<file path="src/rvPkg.sv">
package rvPkg;

    localparam int XLEN = 64;
    localparam int ILEN = 32;  // instruction word
    localparam int WLEN = 32;  // word ops, the *W forms
    localparam int REGW = 5;   // register index

    typedef enum logic [6:0] {
        OP        = 7'b0110011,
        OP_IMM    = 7'b0010011,
        OP_32     = 7'b0111011,
        OP_IMM_32 = 7'b0011011,
        LUI       = 7'b0110111,
        AUIPC     = 7'b0010111,
        LOAD      = 7'b0000011,
        STORE     = 7'b0100011,
        BRANCH    = 7'b1100011,
        JAL       = 7'b1101111,
        JALR      = 7'b1100111,
        SYSTEM    = 7'b1110011
    } opcodeE;

    typedef enum logic [2:0] {
        IMM_NONE, IMM_I, IMM_S, IMM_B, IMM_U, IMM_J
    } immFmtE;

    typedef enum logic [3:0] {
        ALU_ADD, ALU_SUB, ALU_SLL, ALU_SLT, ALU_SLTU, ALU_XOR,
        ALU_SRL, ALU_SRA, ALU_OR, ALU_AND, ALU_PASSB
    } aluOpE;

    // nine kinds, so one bit wider than the funct3 it comes from
    typedef enum logic [3:0] {
        BR_NONE, BR_EQ, BR_NE, BR_LT, BR_GE, BR_LTU, BR_GEU, BR_JAL, BR_JALR
    } branchE;

    typedef enum logic [2:0] {
        MEM_NONE, MEM_B, MEM_BU, MEM_H, MEM_HU, MEM_W, MEM_WU, MEM_D
    } memOpE;

    typedef struct packed {
        aluOpE  aluOp;
        branchE branch;
        memOpE  memOp;
        logic   memWr;
        logic   regWr;
        logic   isWord;     // truncate to 32 bits, then sign extend
        logic   regSrcMem;  // load, rd would take the memory return
        logic   trapReq;
        logic   illegal;
    } ctrlT;

    typedef struct packed {
        logic            valid;
        ctrlT            ctrl;
        logic [XLEN-1:0] pc;
        logic [XLEN-1:0] opA;
        logic [XLEN-1:0] opB;
        logic [XLEN-1:0] rs1Val;  // branch compare and jalr base
        logic [XLEN-1:0] rs2Val;
        logic [XLEN-1:0] imm;
        logic [REGW-1:0] rd;
    } decodedT;

    typedef struct packed {
        logic            valid;
        ctrlT            ctrl;
        logic [XLEN-1:0] aluResult;
        logic            branchTaken;
        logic [XLEN-1:0] branchTarget;
        logic [XLEN-1:0] storeData;
        logic [REGW-1:0] rd;
    } executedT;

endpackage

</file>
<file path="src/immGen.sv">
`timescale 1ns/1ps

module immGen (
    input  logic [rvPkg::ILEN-1:0] inst,
    input  rvPkg::immFmtE          fmt,
    output logic [rvPkg::XLEN-1:0] imm
);

    always_comb begin
        case (fmt)
            rvPkg::IMM_I: imm = {{(rvPkg::XLEN-12){inst[31]}}, inst[31:20]};
            rvPkg::IMM_S: imm = {{(rvPkg::XLEN-12){inst[31]}}, inst[31:25], inst[11:7]};
            rvPkg::IMM_B: begin
                imm = {{(rvPkg::XLEN-13){inst[31]}}, inst[31], inst[7],
                       inst[30:25], inst[11:8], 1'b0};  // branch offset, halfwords
            end
            rvPkg::IMM_U: imm = {{(rvPkg::XLEN-32){inst[31]}}, inst[31:12], 12'b0};
            rvPkg::IMM_J: begin
                imm = {{(rvPkg::XLEN-21){inst[31]}}, inst[31], inst[19:12],
                       inst[20], inst[30:21], 1'b0};  // jal offset
            end
            default: imm = '0;
        endcase
    end

endmodule

</file>
<file path="src/decodeStage.sv">
`timescale 1ns/1ps

module decodeStage (
    input  logic                   clk,
    input  logic                   rst,
    input  logic                   instValid,
    input  logic [rvPkg::ILEN-1:0] inst,
    input  logic [rvPkg::XLEN-1:0] pc,
    input  logic [rvPkg::XLEN-1:0] rs1Val,
    input  logic [rvPkg::XLEN-1:0] rs2Val,
    output rvPkg::decodedT         decoded
);

    rvPkg::opcodeE          opcode;
    logic [2:0]             funct3;
    logic [6:0]             funct7;
    rvPkg::immFmtE          fmt;
    rvPkg::ctrlT            ctrl;
    logic [rvPkg::XLEN-1:0] imm;
    logic                   aIsPc;    // auipc, jal, jalr
    logic                   bIsImm;
    logic                   bIsFour;  // link address

    assign opcode = rvPkg::opcodeE'(inst[6:0]);
    assign funct3 = inst[14:12];
    assign funct7 = inst[31:25];

    function automatic rvPkg::aluOpE aluFromFunct(input logic [2:0] f3, input logic alt);
        case (f3)
            3'b000:  return alt ? rvPkg::ALU_SUB : rvPkg::ALU_ADD;
            3'b001:  return rvPkg::ALU_SLL;
            3'b010:  return rvPkg::ALU_SLT;
            3'b011:  return rvPkg::ALU_SLTU;
            3'b100:  return rvPkg::ALU_XOR;
            3'b101:  return alt ? rvPkg::ALU_SRA : rvPkg::ALU_SRL;
            3'b110:  return rvPkg::ALU_OR;
            default: return rvPkg::ALU_AND;
        endcase
    endfunction

    // same funct3 coding for loads and stores
    function automatic rvPkg::memOpE memFromFunct(input logic [2:0] f3);
        case (f3)
            3'b000:  return rvPkg::MEM_B;
            3'b001:  return rvPkg::MEM_H;
            3'b010:  return rvPkg::MEM_W;
            3'b011:  return rvPkg::MEM_D;
            3'b100:  return rvPkg::MEM_BU;
            3'b101:  return rvPkg::MEM_HU;
            3'b110:  return rvPkg::MEM_WU;
            default: return rvPkg::MEM_NONE;
        endcase
    endfunction

    function automatic rvPkg::branchE branchFromFunct(input logic [2:0] f3);
        case (f3)
            3'b000:  return rvPkg::BR_EQ;
            3'b001:  return rvPkg::BR_NE;
            3'b100:  return rvPkg::BR_LT;
            3'b101:  return rvPkg::BR_GE;
            3'b110:  return rvPkg::BR_LTU;
            3'b111:  return rvPkg::BR_GEU;
            default: return rvPkg::BR_NONE;
        endcase
    endfunction

    immGen immGen_inst (
        .inst (inst),
        .fmt  (fmt),
        .imm  (imm)
    );

    always_comb begin
        ctrl    = '0;
        fmt     = rvPkg::IMM_NONE;
        aIsPc   = 1'b0;
        bIsImm  = 1'b0;
        bIsFour = 1'b0;
        casez ({funct7, funct3, opcode})
            {7'b0000000, 3'b???, rvPkg::OP},
            {7'b0100000, 3'b000, rvPkg::OP},
            {7'b0100000, 3'b101, rvPkg::OP},
            {7'b0000000, 3'b00?, rvPkg::OP_32},
            {7'b0?00000, 3'b101, rvPkg::OP_32},
            {7'b0100000, 3'b000, rvPkg::OP_32}: begin  // add sub sll ... and, addw ... sraw
                ctrl.regWr  = 1'b1;
                ctrl.isWord = opcode[3];
                ctrl.aluOp  = aluFromFunct(funct3, funct7[5]);
            end
            {7'b???????, 3'b000, rvPkg::OP_IMM},
            {7'b???????, 3'b01?, rvPkg::OP_IMM},
            {7'b???????, 3'b1?0, rvPkg::OP_IMM},
            {7'b???????, 3'b111, rvPkg::OP_IMM},
            {7'b000000?, 3'b001, rvPkg::OP_IMM},   // slli, 6 bit shamt
            {7'b0?0000?, 3'b101, rvPkg::OP_IMM},
            {7'b???????, 3'b000, rvPkg::OP_IMM_32},
            {7'b0000000, 3'b001, rvPkg::OP_IMM_32},
            {7'b0?00000, 3'b101, rvPkg::OP_IMM_32}: begin
                ctrl.regWr  = 1'b1;
                ctrl.isWord = opcode[3];
                ctrl.aluOp  = aluFromFunct(funct3, funct3 == 3'b101 && funct7[5]);
                fmt         = rvPkg::IMM_I;
                bIsImm      = 1'b1;
            end
            {7'b???????, 3'b0??, rvPkg::LOAD},
            {7'b???????, 3'b10?, rvPkg::LOAD},
            {7'b???????, 3'b110, rvPkg::LOAD}: begin
                ctrl.regWr     = 1'b1;
                ctrl.regSrcMem = 1'b1;
                ctrl.memOp     = memFromFunct(funct3);
                fmt            = rvPkg::IMM_I;
                bIsImm         = 1'b1;
            end
            {7'b???????, 3'b0??, rvPkg::STORE}: begin  // sb sh sw sd
                ctrl.memWr = 1'b1;
                ctrl.memOp = memFromFunct(funct3);
                fmt        = rvPkg::IMM_S;
                bIsImm     = 1'b1;
            end
            {7'b???????, 3'b00?, rvPkg::BRANCH},
            {7'b???????, 3'b1??, rvPkg::BRANCH}: begin
                ctrl.branch = branchFromFunct(funct3);
                fmt         = rvPkg::IMM_B;
            end
            {7'b???????, 3'b???, rvPkg::JAL}: begin
                ctrl.regWr  = 1'b1;
                ctrl.branch = rvPkg::BR_JAL;
                fmt         = rvPkg::IMM_J;
                aIsPc       = 1'b1;
                bIsFour     = 1'b1;
            end
            {7'b???????, 3'b000, rvPkg::JALR}: begin
                ctrl.regWr  = 1'b1;
                ctrl.branch = rvPkg::BR_JALR;
                fmt         = rvPkg::IMM_I;
                aIsPc       = 1'b1;
                bIsFour     = 1'b1;
            end
            {7'b???????, 3'b???, rvPkg::LUI}: begin
                ctrl.regWr = 1'b1;
                ctrl.aluOp = rvPkg::ALU_PASSB;
                fmt        = rvPkg::IMM_U;
                bIsImm     = 1'b1;
            end
            {7'b???????, 3'b???, rvPkg::AUIPC}: begin
                ctrl.regWr = 1'b1;
                fmt        = rvPkg::IMM_U;
                aIsPc      = 1'b1;
                bIsImm     = 1'b1;
            end
            {7'b???????, 3'b???, rvPkg::SYSTEM}: begin  // ecall, ebreak, csr*
                ctrl.trapReq = 1'b1;
                fmt          = rvPkg::IMM_I;
            end
            default: ctrl.illegal = 1'b1;  // no writes of any kind
        endcase
    end

    always_ff @(posedge clk) begin
        decoded.pc     <= pc;
        decoded.opA    <= aIsPc ? pc : rs1Val;
        decoded.opB    <= bIsFour ? rvPkg::XLEN'(4) : (bIsImm ? imm : rs2Val);
        decoded.rs1Val <= rs1Val;
        decoded.rs2Val <= rs2Val;
        decoded.imm    <= imm;
        decoded.rd     <= inst[11:7];
        if (rst) begin
            decoded.valid <= 1'b0;
            decoded.ctrl  <= '0;
        end else begin
            decoded.valid <= instValid;
            decoded.ctrl  <= instValid ? ctrl : '0;  // flags only live with valid
        end
    end

    // a slot either writes memory or the register file, never both
    assert property (@(posedge clk) disable iff (rst)
        decoded.valid |-> !(decoded.ctrl.memWr && decoded.ctrl.regWr));

endmodule

</file>
<file path="src/executeStage.sv">
`timescale 1ns/1ps

module executeStage (
    input  logic             clk,
    input  logic             rst,
    input  rvPkg::decodedT   decoded,
    output rvPkg::executedT  executed
);

    logic [rvPkg::XLEN-1:0] shIn;
    logic [5:0]             shAmt;
    logic [rvPkg::XLEN-1:0] aluResult;
    logic [rvPkg::XLEN-1:0] jalrSum;
    logic [rvPkg::XLEN-1:0] target;
    logic                   taken;

    always_comb begin
        if (decoded.ctrl.isWord) begin
            shAmt = {1'b0, decoded.opB[4:0]};
            // low word only, extended so right shifts pull in the proper bits
            if (decoded.ctrl.aluOp == rvPkg::ALU_SRA) begin
                shIn = {{(rvPkg::XLEN-rvPkg::WLEN){decoded.opA[rvPkg::WLEN-1]}},
                        decoded.opA[rvPkg::WLEN-1:0]};
            end else begin
                shIn = {{(rvPkg::XLEN-rvPkg::WLEN){1'b0}}, decoded.opA[rvPkg::WLEN-1:0]};
            end
        end else begin
            shAmt = decoded.opB[5:0];
            shIn  = decoded.opA;
        end
    end

    always_comb begin
        case (decoded.ctrl.aluOp)
            rvPkg::ALU_ADD:   aluResult = decoded.opA + decoded.opB;
            rvPkg::ALU_SUB:   aluResult = decoded.opA - decoded.opB;
            rvPkg::ALU_SLL:   aluResult = shIn << shAmt;
            rvPkg::ALU_SLT: begin
                aluResult = {{(rvPkg::XLEN-1){1'b0}},
                             $signed(decoded.opA) < $signed(decoded.opB)};
            end
            rvPkg::ALU_SLTU:  aluResult = {{(rvPkg::XLEN-1){1'b0}}, decoded.opA < decoded.opB};
            rvPkg::ALU_XOR:   aluResult = decoded.opA ^ decoded.opB;
            rvPkg::ALU_SRL:   aluResult = shIn >> shAmt;
            rvPkg::ALU_SRA:   aluResult = $signed(shIn) >>> shAmt;
            rvPkg::ALU_OR:    aluResult = decoded.opA | decoded.opB;
            rvPkg::ALU_AND:   aluResult = decoded.opA & decoded.opB;
            rvPkg::ALU_PASSB: aluResult = decoded.opB;  // lui
            default:          aluResult = '0;
        endcase
    end

    always_comb begin
        case (decoded.ctrl.branch)
            rvPkg::BR_EQ:  taken = decoded.rs1Val == decoded.rs2Val;
            rvPkg::BR_NE:  taken = decoded.rs1Val != decoded.rs2Val;
            rvPkg::BR_LT:  taken = $signed(decoded.rs1Val) < $signed(decoded.rs2Val);
            rvPkg::BR_GE:  taken = $signed(decoded.rs1Val) >= $signed(decoded.rs2Val);
            rvPkg::BR_LTU: taken = decoded.rs1Val < decoded.rs2Val;
            rvPkg::BR_GEU: taken = decoded.rs1Val >= decoded.rs2Val;
            rvPkg::BR_JAL,
            rvPkg::BR_JALR: taken = 1'b1;
            default:       taken = 1'b0;  // also every invalid slot
        endcase
        jalrSum = decoded.rs1Val + decoded.imm;
        target  = (decoded.ctrl.branch == rvPkg::BR_JALR) ?
                  {jalrSum[rvPkg::XLEN-1:1], 1'b0} : decoded.pc + decoded.imm;
    end

    always_ff @(posedge clk) begin
        executed.aluResult    <= aluResult;  // memory address for loads and stores
        executed.branchTarget <= target;
        executed.storeData    <= decoded.rs2Val;
        executed.rd           <= decoded.rd;
        if (rst) begin
            executed.valid       <= 1'b0;
            executed.ctrl        <= '0;
            executed.branchTaken <= 1'b0;
        end else begin
            executed.valid       <= decoded.valid;
            executed.ctrl        <= decoded.ctrl;
            executed.branchTaken <= taken;
        end
    end

    // taken only for a live slot that decode marked as branch or jump
    assert property (@(posedge clk) disable iff (rst)
        executed.branchTaken |-> executed.valid && executed.ctrl.branch != rvPkg::BR_NONE);

endmodule

</file>
<file path="src/writebackStage.sv">
`timescale 1ns/1ps

module writebackStage (
    input  logic                   clk,
    input  logic                   rst,
    input  rvPkg::executedT        executed,
    output logic                   outValid,
    output logic [rvPkg::REGW-1:0] rd,
    output logic [rvPkg::XLEN-1:0] wbData,
    output logic                   regWr,
    output logic                   branchTaken,
    output logic [rvPkg::XLEN-1:0] branchTarget,
    output logic [rvPkg::XLEN-1:0] memAddr,
    output logic [rvPkg::XLEN-1:0] storeData,
    output logic                   memWr,
    output rvPkg::memOpE           memOp,
    output logic                   trapReq,
    output logic                   illegal
);

    logic [rvPkg::XLEN-1:0] result;

    // word ops keep the low half, sign extended
    assign result = executed.ctrl.isWord ?
                    {{(rvPkg::XLEN-rvPkg::WLEN){executed.aluResult[rvPkg::WLEN-1]}},
                     executed.aluResult[rvPkg::WLEN-1:0]} : executed.aluResult;

    always_ff @(posedge clk) begin
        rd           <= executed.rd;
        wbData       <= result;  // address for loads until data returns
        branchTarget <= executed.branchTarget;
        memAddr      <= executed.aluResult;
        storeData    <= executed.storeData;
        if (rst) begin
            outValid    <= 1'b0;
            regWr       <= 1'b0;
            branchTaken <= 1'b0;
            memWr       <= 1'b0;
            memOp       <= rvPkg::MEM_NONE;
            trapReq     <= 1'b0;
            illegal     <= 1'b0;
        end else begin
            outValid    <= executed.valid;
            regWr       <= executed.ctrl.regWr;
            branchTaken <= executed.branchTaken;
            memWr       <= executed.ctrl.memWr;
            memOp       <= executed.ctrl.memOp;
            trapReq     <= executed.ctrl.trapReq;
            illegal     <= executed.ctrl.illegal;
        end
    end

    // load slots from decode must still write rd and carry a size
    assert property (@(posedge clk) disable iff (rst)
        executed.ctrl.regSrcMem |-> executed.ctrl.regWr && !executed.ctrl.memWr
                                    && executed.ctrl.memOp != rvPkg::MEM_NONE);

endmodule

</file>
<file path="src/rvExecPipe.sv">
`timescale 1ns/1ps

module rvExecPipe (
    input  logic                   clk,
    input  logic                   rst,
    input  logic                   instValid,
    input  logic [rvPkg::ILEN-1:0] inst,
    input  logic [rvPkg::XLEN-1:0] pc,
    input  logic [rvPkg::XLEN-1:0] rs1Val,
    input  logic [rvPkg::XLEN-1:0] rs2Val,
    output logic                   outValid,
    output logic [rvPkg::REGW-1:0] rd,
    output logic [rvPkg::XLEN-1:0] wbData,
    output logic                   regWr,
    output logic                   branchTaken,
    output logic [rvPkg::XLEN-1:0] branchTarget,
    output logic [rvPkg::XLEN-1:0] memAddr,
    output logic [rvPkg::XLEN-1:0] storeData,
    output logic                   memWr,
    output rvPkg::memOpE           memOp,
    output logic                   trapReq,
    output logic                   illegal
);

    rvPkg::decodedT  decoded;   // decode to execute
    rvPkg::executedT executed;  // execute to writeback

    decodeStage decodeStage_inst (
        .clk       (clk),
        .rst       (rst),
        .instValid (instValid),
        .inst      (inst),
        .pc        (pc),
        .rs1Val    (rs1Val),
        .rs2Val    (rs2Val),
        .decoded   (decoded)
    );

    executeStage executeStage_inst (
        .clk      (clk),
        .rst      (rst),
        .decoded  (decoded),
        .executed (executed)
    );

    writebackStage writebackStage_inst (
        .clk          (clk),
        .rst          (rst),
        .executed     (executed),
        .outValid     (outValid),
        .rd           (rd),
        .wbData       (wbData),
        .regWr        (regWr),
        .branchTaken  (branchTaken),
        .branchTarget (branchTarget),
        .memAddr      (memAddr),
        .storeData    (storeData),
        .memWr        (memWr),
        .memOp        (memOp),
        .trapReq      (trapReq),
        .illegal      (illegal)
    );

endmodule

</file>
<file path="config.mk">
export PLATFORM = sky130hd
export DESIGN_NAME = rvExecPipe
export DESIGN_NICKNAME = d
export VERILOG_FILES = /design/src/rvPkg.sv /design/src/immGen.sv /design/src/decodeStage.sv /design/src/executeStage.sv /design/src/writebackStage.sv /design/src/rvExecPipe.sv
export SDC_FILE = /design/constraint.sdc
export NUM_CORES = 2
export LEC_CHECK = 0
export BUFFER_PORTS_ARGS = -buffer_cell sky130_fd_sc_hd__buf_2
export CAP_MARGIN = 15
export CORE_ASPECT_RATIO = 1.75
export CORE_MARGIN = 5
export CORE_UTILIZATION = 40
export CTS_CLUSTER_DIAMETER = 30
export DETAILED_ROUTE_END_ITERATION = 12
export SETUP_SLACK_MARGIN = 0.1
export SLEW_MARGIN = 30
export SYNTH_ARGS = -nofsm -noshare
export SYNTH_HDL_FRONTEND = slang
export SYNTH_SLANG_ARGS = --single-unit
</file>
<file path="constraint.sdc">
create_clock -name clk -period 5.45 [get_ports clk]
set_input_delay 0.8175 -clock clk [delete_from_list [all_inputs] [get_ports clk]]
set_output_delay 0.8175 -clock clk [all_outputs]
set_load 0.01 [all_outputs]
</file>
==> results.ini <==
[pwr]
p_total_mw = 19.6
ir_drop_mv = 0.310
p_leak_nw = 26.3
powerDensity_nw_per_um2 = 339

[timing]
fin_setup_tns_ns = 0
hold_viol = 0
rsz0062_at_grt = false
finalSetupViolations = 0
slew_viol_final = 0
fin_crit_ns = 5.09
fin_crit_sh = 0.934
worst_pin_slew_ns = 1.18
fin_skew_ns = 0.0568
relSlewSlack = 0.205
fmax_ghz = 0.196

[grt]
antenna_found_initial = 30
grt_pass1_vias = 49511
grt.total_usage = 0.385
grt_start_max_net_pins = 147
grt.overflow.total = 0
grt_pass1_wl_mm = 358

[floorplan]
rows = 168
fp.dieH_um = 468
start_util = 0.401
dieWidth_um = 272
design.die.area_um2 = 127000
io_pins = 497
core-area_um2 = 120000

[detailed_routing]
drtIter0Drc = 5465
drt_pre_antenna_iters = 7
ant_nets = 0
vias = 50520
routedWlPerCell_um = 31.7
vias_per_cell = 6.23
wirelength_mm = 257
route.detailed.drc = 0

[yosys]
synth_edf_count = 0
syn_inst = 5952
synth_cell_types = 90
synth_top_area_frac = 0.341
postSynthAreaPerCell_um2 = 8.07
yosysSeqAreaShare = 0.341
synth_area_um2 = 48000
async_flop_share = 0
synth_flop_cell = dfxtp_1
syn_nets = 6565
yosysTopAreaCell = dfxtp_1
yosys_warnings = 0
synth.ff_latch_count = 819
yosysMostFrequentCell = dfxtp_1
synthTopCellsByArea = dfxtp_1 (34%), ha_1 (10%), a21oi_1 (6.6%)
synth_common_cells = dfxtp_1 (819), a21oi_1 (637), nor2_1 (603)

[setup_path]
critPathMaxFanout = 6
path_common_cell = a21oi_2
path_cells = inv_1 -> ha_1 -> fa_1 -> o21bai_2 -> a21oi_2 -> o31a_1 -> o2bb2ai_2 -> o22ai_2 -> a311oi_1 -> o21a_2 -> o41ai_4 -> a31oi_1 -> a21oi_2 -> a21oi_2 -> buf_4 -> o41ai_1 -> a21oi_1 -> o31ai_1
r2r_slack_ns = 0.36
reg2reg_depth = 18
critPathKind = reg -> reg
slowest_delay_ns = 0.59
required_ns = 6.10
crit_path_start_kind = flop
slowest_stage = o41ai_4
crit_arrival_ns = 5.74
endpoint_kind = flop

[job]
drv_cap = 0

[final_layout]
syn_to_final_growth_pct = 20.0
fin_util = 0.482
layout-drive-gt1-share = 0.184
n_fill_cell = 11786
stdcell_area_um2 = 57600
final_net_count = 7086

[placement]
place.gp.congestion = 1.08
place.detailed.hpwl_mm = 206
placed_area_um2 = 53400
port_buffers = 496

[clocking]
cts-hold-fix-buffers = 0
cts_max_level = 3
cts_buffers = 116
post_cts_resize_count = 0
cts_buffer_depth = 3
path_clk_slew_ns = 0.07
worst_skew_pair.late_latency_ns = 0.78
cts_tree = built
post_cts_buffers = 0
root_buffer = clkbuf_16
clock-sinks = 819

[min_path]
hold_depth = 1
min_path_type = in -> reg

[run_status]
status = complete, no violations

[flip-flops by register name, summed over array words and instances (netlist names)]
register,cells
writebackStage_inst.illegal,1
writebackStage_inst.trapReq,1
writebackStage_inst.storeData,64
decodeStage_inst.decoded,374
writebackStage_inst.memAddr,32
writebackStage_inst.branchTaken,1
writebackStage_inst.rd,5
writebackStage_inst.memWr,1
writebackStage_inst.memOp,3
writebackStage_inst.regWr,1
writebackStage_inst.outValid,1
writebackStage_inst.branchTarget,64
executeStage_inst.executed,207
writebackStage_inst.wbData,64
[metrics by stage]
step | cells | worst slack, ns | hold slack (ns)
6_report | 8112 | 0.360 | 0.148
5_1_grt | 8103 | 0.287 | 0.123
4_1_cts | 8101 | 0.466 | 0.111
3_5_place_dp | 7884 | 0.529 | 0.312
3_3_place_gp | 7884 | 0.614 | 0.310
2_1_floorplan | 5952 | 0.143 | 0.310
[logic make-up (layout without fill, tap and decap cells)]
family,Yosys count,in the layout,share of synthesized area
compound gates,2066,2066,0.273
simple gates,1606,1606,0.147
flops,819,819,0.341
buf+inv,743,1363,0.0613
fa+ha+maj,386,386,0.101
mux,204,204,0.0521
xor+xnor,128,128,0.0233
other cells,0,10,0
[path summary, 6_finish.rpt]
path / start / end
min reg2reg: executeStage_inst.executed[157] / writebackStage_inst.wbData[23]
max reg2reg: decodeStage_inst.decoded[261] / executeStage_inst.executed[196]
max: decodeStage_inst.decoded[261] / executeStage_inst.executed[196]
min: rs1Val[15] / decodeStage_inst.decoded[148]
[layer usage]
metal,global-route usage,share of wire,wire [µm]
met5,0,0.00026,68
met4,0.272,0.089,23000
met3,0.0622,0.077,19900
met2,0.633,0.46,118000
met1,0.457,0.37,96500
[final cells by class]
type,count,area (µm²),area share
Antenna cell,10,25.0,0.000434
Inverter,340,1280,0.0221
Timing Repair Buffer,806,5010,0.0870
Clock inverter,90,1180,0.0205
Tap cell,1530,1910,0.0332
Multi-Input combinational cell,4390,28800,0.500
Clock buffer,127,3000,0.0521
Sequential cell,819,16400,0.285
[worst max-delay path: cells and delay by family (launching register included)]
| kind | cells | cell delay, ns |
|---|---|---|
| AO/OA/AOI/OAI | 14 | 3.51 |
| adder cells (fa/ha/maj) | 2 | 0.69 |
| buffers and inverters | 2 | 0.31 |
| flip-flops | 1 | 0.44 |
[power by group]
group | leakage [nW] | switching (mW) | total (mW) | internal, mW
clock network | 2.01 | 3.42 | 7.88 | 4.45
registers | 6.89 | 0.328 | 6.89 | 6.56
logic | 17.4 | 3.19 | 4.80 | 1.61
total | 26.3 | 6.94 | 19.6 | 12.6
[cell usage in the layout, fill, tap and decap left out, types with 26 or more instances in the layout]
cell type	Yosys	final
nor2b_1	47	47
nand2b_1	41	41
o2111ai_1	29	29
nor3_1	89	87
o22ai_1	57	57
ha_1	382	382
and2_1	28	27
dfxtp_1	819	812
nand2_1	531	528
buf_4	33	294
o21bai_1	63	63
clkbuf_16	0	117
mux2_2	87	87
nand4_1	68	68
o31ai_1	44	44
o221ai_1	26	26
a31oi_1	63	63
a22oi_1	51	51
o211ai_1	84	84
inv_1	336	333
xor2_1	55	55
nor2_1	603	596
a21oi_1	637	634
a211oi_1	70	68
mux2i_1	89	89
nor4_1	37	36
mux4_2	28	28
o21ai_0	471	470
nand3_1	77	76
a21o_1	153	153
a221o_1	57	57
xnor2_1	73	73
a221oi_1	54	54
o21a_1	34	33
buf_2	17	496
No activity file was read; power rests on OpenSTA's default activity.
